===== config.mk =====
export PLATFORM = sky130hd
export DESIGN_NAME = key_unwrap_top
export DESIGN_NICKNAME = d
export VERILOG_FILES = /design/src/hw/unwrap_pkg.sv /design/src/hw/key_loader.sv /design/src/hw/pass_check.sv /design/src/hw/modexp_unit.sv /design/src/hw/key_emit.sv /design/src/hw/unwrap_ctrl.sv /design/src/hw/key_unwrap_top.sv
export SDC_FILE = /design/constraint.sdc
export NUM_CORES = 1
export LEC_CHECK = 0
export BUFFER_PORTS_ARGS = -buffer_cell sky130_fd_sc_hd__buf_2
export CAP_MARGIN = 0
export CORE_MARGIN = 2
export CORE_UTILIZATION = 55
export DETAILED_ROUTE_END_ITERATION = 10
export HOLD_SLACK_MARGIN = 0.12
export PLACE_DENSITY = 0.72
export SETUP_SLACK_MARGIN = 0.3
export SLEW_MARGIN = 20
export SYNTH_ARGS = -nofsm -noshare
export SYNTH_HDL_FRONTEND = slang
export SYNTH_SLANG_ARGS = --single-unit

===== constraint.sdc =====
create_clock -name clk -period 16.6 [get_ports clk]
set_clock_uncertainty 0.2 [all_clocks]
set_input_delay 0.83 -clock clk [delete_from_list [all_inputs] [get_ports clk]]
set_output_delay 0.83 -clock clk [all_outputs]
set_load 0.02 [all_outputs]

===== src/hw/unwrap_pkg.sv =====
`default_nettype none

package unwrap_pkg;

	typedef logic [31:0] word_t; // one stream word

	// decoded keyboard event, one per kbd_valid_i strobe
	typedef struct packed {
		logic [7:0] code; // ascii byte
		logic       enter; // end of passphrase
		logic       clear; // start over
	} kbd_evt_t;

	typedef struct packed {
		logic done; // verdict strobe
		logic pass; // digest matched tag
	} chk_res_t;

	localparam word_t DIGEST_SEED = 32'h811c_9dc5; // empty digest
	localparam int    DIGEST_ROT  = 5; // left rotate per byte

	// one byte into the rolling digest: xor low byte, then rotate left
	function automatic word_t digest_step(input word_t d, input logic [7:0] b);
		word_t x;
		x = {d[31:8], d[7:0] ^ b};
		return {x[31-DIGEST_ROT:0], x[31:32-DIGEST_ROT]};
	endfunction

endpackage

`default_nettype wire


===== src/hw/key_loader.sv =====
`default_nettype none

module key_loader #(
	parameter int KEY_W = 64
) (
	input  logic              clk,
	input  logic              rst,
	input  unwrap_pkg::word_t key_data_i,
	input  logic              key_valid_i,
	output logic              key_ready_o,
	output logic [KEY_W-1:0]  exp_o,
	output logic [KEY_W-1:0]  mod_o,
	output unwrap_pkg::word_t tag_o,
	output logic              key_loaded_o
);
	localparam int NW   = KEY_W / 32; // words per field
	localparam int NTOT = 2 * NW + 1; // exp, mod, tag
	localparam int CW   = $clog2(NTOT + 1);

	logic [CW-1:0]     cnt; // words taken so far
	logic              take;
	logic [KEY_W+31:0] exp_sh; // new word on top, low word drops toward bit 0
	logic [KEY_W+31:0] mod_sh;

	assign take         = key_valid_i && key_ready_o;
	assign key_loaded_o = !key_ready_o; // ready never comes back
	assign exp_sh       = {key_data_i, exp_o};
	assign mod_sh       = {key_data_i, mod_o};

	always_ff @(posedge clk) begin
		if (rst) begin
			cnt         <= '0;
			key_ready_o <= 1'b1;
		end else if (take) begin
			cnt <= cnt + 1'b1;
			if (cnt == CW'(NTOT - 1))
				key_ready_o <= 1'b0; // tag word was the last
		end
	end

	always_ff @(posedge clk) begin
		if (take) begin
			if (cnt < CW'(NW))
				exp_o <= exp_sh[KEY_W+31:32]; // exponent, low word first
			else if (cnt < CW'(2 * NW))
				mod_o <= mod_sh[KEY_W+31:32]; // modulus
			else
				tag_o <= key_data_i; // passphrase tag
		end
	end

endmodule

`default_nettype wire


===== src/hw/pass_check.sv =====
`default_nettype none

module pass_check #(
	parameter int PASS_MAX = 56
) (
	input  logic                 clk,
	input  logic                 rst,
	input  unwrap_pkg::kbd_evt_t kbd_i,
	input  logic                 kbd_valid_i,
	input  logic                 pass_en_i,
	input  logic                 pass_flush_i,
	input  unwrap_pkg::word_t    tag_i,
	output unwrap_pkg::chk_res_t chk_o
);
	import unwrap_pkg::*;

	localparam int BW = $clog2(PASS_MAX + 1);

	word_t         digest; // rolling digest of typed bytes
	logic [BW-1:0] n_bytes; // bytes folded in
	logic          evt;

	assign evt = kbd_valid_i && pass_en_i; // keyboard ignored outside the phase

	always_ff @(posedge clk) begin
		if (rst) begin
			digest  <= DIGEST_SEED;
			n_bytes <= '0;
			chk_o   <= '0;
		end else begin
			chk_o.done <= 1'b0; // strobe
			if (pass_flush_i) begin
				digest  <= DIGEST_SEED; // retry after a wrong passphrase
				n_bytes <= '0;
			end else if (evt) begin
				if (kbd_i.clear) begin
					digest  <= DIGEST_SEED;
					n_bytes <= '0;
				end else if (kbd_i.enter) begin
					chk_o.done <= 1'b1;
					chk_o.pass <= (digest == tag_i);
				end else if (n_bytes < BW'(PASS_MAX)) begin
					digest  <= digest_step(digest, kbd_i.code);
					n_bytes <= n_bytes + 1'b1;
				end // past the limit, bytes are dropped
			end
		end
	end

endmodule

`default_nettype wire


===== src/hw/modexp_unit.sv =====
`default_nettype none

module modexp_unit #(
	parameter int KEY_W = 64
) (
	input  logic             clk,
	input  logic             rst,
	input  logic             stall_i,
	input  logic             start_i,
	input  logic [KEY_W-1:0] base_i,
	input  logic [KEY_W-1:0] exp_i,
	input  logic [KEY_W-1:0] mod_i,
	output logic             done_o,
	output logic [KEY_W-1:0] result_o,
	input  logic             take_i
);
	localparam int IW = $clog2(KEY_W);

	typedef enum logic [1:0] {
		M_IDLE,
		M_SQR, // acc = acc * acc
		M_MUL, // acc = acc * base
		M_DONE
	} mstate_t;

	mstate_t          state;
	logic [KEY_W-1:0] acc; // running power, also the multiplier
	logic [KEY_W-1:0] base_q;
	logic [KEY_W-1:0] exp_q; // msb is the bit being worked on
	logic [KEY_W-1:0] prod; // partial product of the current multiply
	logic [KEY_W-1:0] mcand;
	logic [IW-1:0]    bit_idx; // exponent bits left
	logic [IW-1:0]    mul_idx; // multiplier bit, top down
	logic [KEY_W:0]   mod_x;
	logic [KEY_W:0]   dbl;
	logic [KEY_W:0]   dbl_r;
	logic [KEY_W:0]   sum;
	logic [KEY_W:0]   nxt;
	logic             mul_last;
	logic             launch;
	logic             need_mul;

	assign mcand    = (state == M_MUL) ? base_q : acc;
	assign mod_x    = {1'b0, mod_i};
	assign dbl      = {prod, 1'b0}; // 2p < 2m
	assign dbl_r    = (dbl >= mod_x) ? dbl - mod_x : dbl;
	assign sum      = dbl_r + (acc[mul_idx] ? {1'b0, mcand} : '0);
	assign nxt      = (sum >= mod_x) ? sum - mod_x : sum; // back below m
	assign mul_last = (mul_idx == '0);
	assign launch   = start_i && ((state == M_IDLE) || (state == M_DONE));
	assign need_mul = (state == M_SQR) && exp_q[KEY_W-1];
	assign done_o   = (state == M_DONE);
	assign result_o = acc;

	always_ff @(posedge clk) begin
		if (rst) begin
			state <= M_IDLE;
		end else if (!stall_i) begin
			case (state)
				M_IDLE: if (launch) state <= M_SQR;
				M_SQR, M_MUL: begin
					if (mul_last) begin
						if (need_mul)
							state <= M_MUL;
						else if (bit_idx == '0)
							state <= M_DONE; // last exponent bit finished
						else
							state <= M_SQR;
					end
				end
				M_DONE: begin
					if (launch)
						state <= M_SQR; // back to back with the hand-off
					else if (take_i)
						state <= M_IDLE;
				end
				default: state <= M_IDLE;
			endcase
		end
	end

	always_ff @(posedge clk) begin
		if (!stall_i) begin
			if (launch) begin
				acc     <= KEY_W'(1);
				base_q  <= base_i;
				exp_q   <= exp_i;
				prod    <= '0;
				bit_idx <= IW'(KEY_W - 1);
				mul_idx <= IW'(KEY_W - 1);
			end else if ((state == M_SQR) || (state == M_MUL)) begin
				if (mul_last) begin
					acc     <= nxt[KEY_W-1:0]; // product complete
					prod    <= '0;
					mul_idx <= IW'(KEY_W - 1);
					if (!need_mul) begin
						exp_q   <= exp_q << 1; // next exponent bit
						bit_idx <= bit_idx - 1'b1;
					end
				end else begin
					prod    <= nxt[KEY_W-1:0];
					mul_idx <= mul_idx - 1'b1;
				end
			end
		end
	end

	// base from the key stream must already be reduced by the loaded modulus
	assert property (@(posedge clk) disable iff (rst)
		start_i && !stall_i |-> base_i < mod_i);

	// a new job only on an idle unit or while the old result is taken
	assert property (@(posedge clk) disable iff (rst)
		start_i && !stall_i |-> (state == M_IDLE) || ((state == M_DONE) && take_i));

endmodule

`default_nettype wire


===== src/hw/key_emit.sv =====
`default_nettype none

module key_emit #(
	parameter int KEY_W = 64
) (
	input  logic              clk,
	input  logic              rst,
	input  logic              load_i,
	input  logic [KEY_W-1:0]  data_i,
	output logic              busy_o,
	output unwrap_pkg::word_t out_data_o,
	output logic              out_valid_o,
	input  logic              out_ready_i
);
	localparam int NW = KEY_W / 32;
	localparam int LW = $clog2(NW + 1);

	logic [KEY_W-1:0] buf_q; // remaining words, next one at the bottom
	logic [LW-1:0]    left; // words still to send
	logic             xfer;

	assign busy_o      = (left != '0);
	assign out_valid_o = busy_o;
	assign out_data_o  = buf_q[31:0];
	assign xfer        = out_valid_o && out_ready_i;

	always_ff @(posedge clk) begin
		if (rst)
			left <= '0;
		else if (load_i)
			left <= LW'(NW);
		else if (xfer)
			left <= left - 1'b1; // advance only on a transfer
	end

	always_ff @(posedge clk) begin
		if (load_i)
			buf_q <= data_i;
		else if (xfer)
			buf_q <= buf_q >> 32; // low word first
	end

	// held word must not move under back-pressure
	assert property (@(posedge clk) disable iff (rst)
		out_valid_o && !out_ready_i |=> out_valid_o && $stable(out_data_o));

	// the sequencer waits for the previous result to drain
	assert property (@(posedge clk) disable iff (rst) load_i |-> !busy_o);

endmodule

`default_nettype wire


===== src/hw/unwrap_ctrl.sv =====
`default_nettype none

module unwrap_ctrl #(
	parameter int KEY_W = 64
) (
	input  logic                 clk,
	input  logic                 rst,
	input  logic                 stall_i,
	input  logic                 key_loaded_i,
	output logic                 pass_en_o,
	output logic                 pass_flush_o,
	input  unwrap_pkg::chk_res_t chk_i,
	input  unwrap_pkg::word_t    wrap_data_i,
	input  logic                 wrap_valid_i,
	output logic                 wrap_ready_o,
	output logic [KEY_W-1:0]     base_o,
	output logic                 mx_start_o,
	input  logic                 mx_done_i,
	output logic                 mx_take_o,
	output logic                 em_load_o,
	input  logic                 em_busy_i,
	output logic                 led_pass_o,
	output logic                 led_fail_o
);
	import unwrap_pkg::*;

	localparam int NW  = KEY_W / 32;
	localparam int WCW = $clog2(NW + 1);

	typedef enum logic [2:0] {
		S_LOAD, // key material streaming in
		S_PASS, // typing
		S_CHECK, // wrong passphrase, digest restarts
		S_COLLECT, // wrapped key words
		S_COMPUTE, // issue to modexp
		S_HANDOFF // modexp still holds the previous result
	} state_t;

	state_t            state;
	logic [WCW-1:0]    wcnt; // words of the current key
	logic              mx_busy; // modexp owns a job
	chk_res_t          chk_hold; // verdict that came in during a stall
	chk_res_t          verdict;
	logic              wrap_take;
	logic              mx_free;
	logic [KEY_W+31:0] base_sh;

	assign verdict      = chk_i.done ? chk_i : chk_hold;
	assign pass_en_o    = (state == S_PASS);
	assign pass_flush_o = (state == S_CHECK);
	assign wrap_ready_o = (state == S_COLLECT) && !stall_i;
	assign wrap_take    = wrap_ready_o && wrap_valid_i;
	assign em_load_o    = mx_done_i && !em_busy_i && !stall_i; // result moves to emitter
	assign mx_take_o    = em_load_o;
	assign mx_free      = !mx_busy || mx_take_o;
	assign mx_start_o   = ((state == S_COMPUTE) || (state == S_HANDOFF)) && mx_free && !stall_i;
	assign base_sh      = {wrap_data_i, base_o};

	always_ff @(posedge clk) begin
		if (rst)
			chk_hold <= '0;
		else if (stall_i && chk_i.done)
			chk_hold <= chk_i; // keyboard side runs on during stall
		else if (!stall_i)
			chk_hold <= '0;
	end

	always_ff @(posedge clk) begin
		if (rst) begin
			state      <= S_LOAD;
			wcnt       <= '0;
			mx_busy    <= 1'b0;
			led_pass_o <= 1'b0;
			led_fail_o <= 1'b0;
		end else if (!stall_i) begin
			if (mx_start_o)
				mx_busy <= 1'b1;
			else if (mx_take_o)
				mx_busy <= 1'b0;
			case (state)
				S_LOAD: if (key_loaded_i) state <= S_PASS;
				S_PASS: begin
					if (verdict.done && verdict.pass) begin
						led_pass_o <= 1'b1; // sticky from here on
						led_fail_o <= 1'b0;
						state      <= S_COLLECT;
					end else if (verdict.done) begin
						led_fail_o <= 1'b1;
						state      <= S_CHECK;
					end
				end
				S_CHECK: state <= S_PASS;
				S_COLLECT: begin
					if (wrap_take && (wcnt == WCW'(NW - 1))) begin
						wcnt  <= '0;
						state <= S_COMPUTE; // ready drops next cycle
					end else if (wrap_take) begin
						wcnt <= wcnt + 1'b1;
					end
				end
				S_COMPUTE: state <= mx_start_o ? S_COLLECT : S_HANDOFF;
				S_HANDOFF: if (mx_start_o) state <= S_COLLECT;
				default: state <= S_LOAD;
			endcase
		end
	end

	always_ff @(posedge clk) begin
		if (wrap_take)
			base_o <= base_sh[KEY_W+31:32]; // low word first
	end

	assert property (@(posedge clk) disable iff (rst)
		state inside {S_LOAD, S_PASS, S_CHECK, S_COLLECT, S_COMPUTE, S_HANDOFF});

	// modexp only reports done for a job that was issued here
	assert property (@(posedge clk) disable iff (rst) mx_done_i |-> mx_busy);

endmodule

`default_nettype wire


===== src/hw/key_unwrap_top.sv =====
`default_nettype none

module key_unwrap_top #(
	parameter int KEY_W    = 64,
	parameter int PASS_MAX = 56
) (
	input  logic                 clk,
	input  logic                 rst,
	input  logic                 stall_i,
	input  unwrap_pkg::word_t    key_data_i,
	input  logic                 key_valid_i,
	output logic                 key_ready_o,
	input  unwrap_pkg::word_t    wrap_data_i,
	input  logic                 wrap_valid_i,
	output logic                 wrap_ready_o,
	output unwrap_pkg::word_t    out_data_o,
	output logic                 out_valid_o,
	input  logic                 out_ready_i,
	input  unwrap_pkg::kbd_evt_t kbd_i,
	input  logic                 kbd_valid_i,
	output logic                 led_pass_o,
	output logic                 led_fail_o
);
	import unwrap_pkg::*;

	logic [KEY_W-1:0] exp_w; // private exponent
	logic [KEY_W-1:0] mod_w;
	word_t            tag_w; // passphrase digest to match
	logic             key_loaded;
	logic             pass_en;
	logic             pass_flush;
	chk_res_t         chk;
	logic [KEY_W-1:0] base_w; // collected wrapped key
	logic             mx_start;
	logic             mx_done;
	logic             mx_take;
	logic [KEY_W-1:0] mx_result;
	logic             em_load;
	logic             em_busy;

	key_loader #(.KEY_W(KEY_W)) i_key_loader (
		.clk, .rst, .key_data_i, .key_valid_i, .key_ready_o,
		.exp_o(exp_w), .mod_o(mod_w), .tag_o(tag_w), .key_loaded_o(key_loaded)
	);

	pass_check #(.PASS_MAX(PASS_MAX)) i_pass_check (
		.clk, .rst, .kbd_i, .kbd_valid_i, .pass_en_i(pass_en),
		.pass_flush_i(pass_flush), .tag_i(tag_w), .chk_o(chk)
	);

	modexp_unit #(.KEY_W(KEY_W)) i_modexp_unit (
		.clk, .rst, .stall_i, .start_i(mx_start), .base_i(base_w), .exp_i(exp_w),
		.mod_i(mod_w), .done_o(mx_done), .result_o(mx_result), .take_i(mx_take)
	);

	key_emit #(.KEY_W(KEY_W)) i_key_emit (
		.clk, .rst, .load_i(em_load), .data_i(mx_result), .busy_o(em_busy),
		.out_data_o, .out_valid_o, .out_ready_i
	);

	unwrap_ctrl #(.KEY_W(KEY_W)) i_unwrap_ctrl (
		.clk, .rst, .stall_i, .key_loaded_i(key_loaded), .pass_en_o(pass_en),
		.pass_flush_o(pass_flush), .chk_i(chk), .wrap_data_i, .wrap_valid_i,
		.wrap_ready_o, .base_o(base_w), .mx_start_o(mx_start), .mx_done_i(mx_done),
		.mx_take_o(mx_take), .em_load_o(em_load), .em_busy_i(em_busy),
		.led_pass_o, .led_fail_o
	);

endmodule

`default_nettype wire


==> run_results.csv <==
group,metric,value,unit
status,status,"finished, final reports clean",
yosys,synth_fp_nets,4052,
die,fp.dieArea,69500,um^2
power_and_ir_drop,pwr-share-clk,41.8,%
global_route,overflow,0,
layout,fin_nets,4030,
timing,finalHoldViolCount,0,
layout,nFillCells,5694,
timing,fmax,0.0803,GHz
die,row_count,95,
yosys,ys_seq_elements,614,
yosys,synth-seq-area-share,48.1,%
global_route,grt_pass1_vias,28369,
timing,period_minus_slack,12.46,ns
timing,fin_tns_setup,0,ns
detailed_routing,drt-initial-drc-count,4072,
clocking,clockBufferDepth,3,
layout,seqCellArea,17900,um^2
yosys,synth_top_cell_area_share,45.0,%
detailed_routing,drc,0,
clocking,ctsHtreeMaxLevel,3,
die,die_h,264,um
clocking,clock_latency,0.62,ns
yosys,synthArstFlopShare,0,%
die,die_w,264,um
worst_setup_path,startpoint_type,"flop",
clocking,cts_setup_buffers,0,
global_route,grt_pass1_wl,184000,um
clocking,path_clk_slew,0.07,ns
yosys,ys_warn_count,0,
worst_setup_path,cpLargestDelayFamily,"compound AO/OA/AOI/OAI gates",
detailed_routing,wirelength,124000,um
die,core,66900,um^2
timing,fin_crit_sh,75.0,%
hold_path,hold_class,"in -> reg",
timing,slew_viol_final,0,
die,start_util,55.4,%
yosys,synth.avg_cell_area,9.86,um^2
detailed_routing,via_per_inst,6.49,
layout,antennaDiodeCount,0,
global_route,grt_max_degree,74,
layout,drive_gt1_share,8.28,%
yosys,synth_cells,3763,
global_route,track_usage,35.4,%
clocking,cts_root_buffer,"clkbuf_16",
global_route,antenna_found_initial,3,
worst_setup_path,cp_num_buf_inv,2,
power_and_ir_drop,p_leak,15.5,nW
timing,slew_headroom,24.2,%
yosys,synth_common_cells,"edfxtp_1 (556), nand2_1 (544), a21oi_1 (373)",
power_and_ir_drop,intPower,0.00285,W
clocking,cts_sinks,614,
place,gp_congestion,1.03,
clocking,cts_buffers,68,
worst_setup_path,crit_slowest_cell,"nor2_4",
worst_setup_path,worstPathArrival,12.69,ns
timing,tightestPinTransition,1.11,ns
timing,setup_violations,0,
worst_setup_path,crit_path_max_incr_delay,0.82,ns
layout,syn2layout_area_growth,8.95,%
timing,rsz0062_at_grt,"no",
yosys,synth_edf_count,556,
power_and_ir_drop,power_density,95.0,nW/um^2
yosys,netlist_area,37100,um^2
worst_setup_path,cp_max_fo,64,
worst_setup_path,crit_top_cell,"o21ai_0",
place,dp_hpwl,93600,um
run,max_cap_viol_count,0,
detailed_routing,vias,30283,
clocking,hold_buffers,0,
detailed_routing,final_antenna_net_count,0,
yosys,synth_cell_types,75,
layout,fin_cells,4665,
detailed_routing,dr.pass1.iters,9,
worst_setup_path,crit_path_end_kind,"flop",
worst_setup_path,required,16.83,ns
layout,multi_input_area,17700,um^2
die,ios,118,
yosys,synth_flop_cell,"edfxtp_1",
power_and_ir_drop,ir_drop,0.0838,mV
power_and_ir_drop,switchingPower,0.000988,W
worst_setup_path,path_class,"reg -> reg",
place,io_buffers,117,
power_and_ir_drop,seqPwrFrac,45.5,%
power_and_ir_drop,switching_share,25.7,%
power_and_ir_drop,power_frac_comb,12.7,%
worst_setup_path,r2r_setup_slack,4.14,ns
detailed_routing,routedWlPerCell,26.7,um
place,dp_cells,4544,
clocking,cts_tree,"yes",
clocking,cts_resized,0,
yosys,yosysTopAreaCell,"edfxtp_1",
yosys,yosys-top-cells-area,"edfxtp_1 (45%), ha_1 (6.9%), nand2_1 (5.5%)",
yosys,synthMostInstantiatedCell,"edfxtp_1",
layout make-up:
type,instances,area share (%)
Clock buffer,80,4.45
Clock inverter,41,1.35
Inverter,154,1.44
Multi-Input combinational cell,2756,43.9
Sequential cell,614,44.2
Tap cell,873,2.70
Timing Repair Buffer,147,2.01
layer usage:
metal,vias to the layer above,track usage [%],routed length [um]
li1,13776,-,-
met1,14534,49.3,51000
met2,1645,51.8,53200
met3,322,7.06,12000
met4,6,19.8,8090
met5,-,0,46
path summary, 6_finish.rpt:
| path | startpoint | to | depth (start not counted) |
|---|---|---|---|
| worst min-delay path | wrap_data_i[24] | i_unwrap_ctrl.base_o[56] | 1 |
| worst max-delay path | i_modexp_unit.prod[9] | i_modexp_unit.result_o[14] | 34 |
| worst min register to register | i_unwrap_ctrl.base_o[25] | i_modexp_unit.base_q[25] | 0 |
| worst max register to register | i_modexp_unit.prod[9] | i_modexp_unit.result_o[14] | 34 |
power groups by stage:
stage | combinational, W | clock, W | sequential (W)
finish | 0.000487 | 0.00161 | 0.00175
global route | 0.000523 | 0.00168 | 0.00175
CTS | 0.000474 | 0.00163 | 0.00175
detailed placement | 0.000471 | 0 | 0.00178
global placement | 0.000470 | 0 | 0.00178
floorplan | 0.000334 | 0 | 0.00177
flip-flops by register name (all words and copies together) (netlist names), 32 cells and up:
register	cells
i_key_loader.tag_o	32
i_modexp_unit.result_o	64
i_modexp_unit.base_q	64
i_key_emit.buf_q	64
i_modexp_unit.prod	64
i_key_loader.mod_o	64
i_key_loader.exp_o	64
i_unwrap_ctrl.base_o	64
i_modexp_unit.exp_q	64
i_pass_check.digest	32
layout by cell type (no fill, tap or decap), types with 56 or more instances in the layout:
cell       instances
a21o_1            99
a21oi_1          373
and2_1            56
buf_2            117
clkbuf_16         69
dfxtp_1           58
edfxtp_1         556
ha_1             204
inv_1            152
mux2i_1           74
nand2_1          541
nand3_1           56
nand4_1          115
nor2_1           218
nor3_1            72
o21ai_0          190
o31ai_1           68
xnor2_1          124
xor2_1            97
cell families (layout without fill, tap and decap cells):
kind of cell / after synthesis / after routing / synth area share [%]
AOI/OAI and AO/OA: 1009 / 1009 / 16.9
xor gates and xnor gates: 221 / 221 / 5.22
adders and majority gates: 208 / 208 / 7.08
buffers and inverters: 393 / 422 / 4.39
DFF: 614 / 614 / 48.1
muxes: 89 / 89 / 2.88
and+or+nand+nor: 1229 / 1229 / 15.4
through the flow:
step / total power, W / utilization [%] / hold WS [ns] / area [um^2] / setup WS, ns
2_1_floorplan: 0.00211 / - / 0.200 / 37100 / 6.26
3_3_place_gp: 0.00225 / 56.9 / 0.202 / 38100 / 4.91
4_1_cts: 0.00385 / 60.4 / 0.159 / 40400 / 4.55
6_report: 0.00384 / 60.4 / 0.186 / 40400 / 4.14
3_5_place_dp: 0.00225 / 56.9 / 0.205 / 38100 / 4.62
5_1_grt: 0.00395 / 60.4 / 0.166 / 40400 / 3.88
Power figures use the tool's default switching activity.
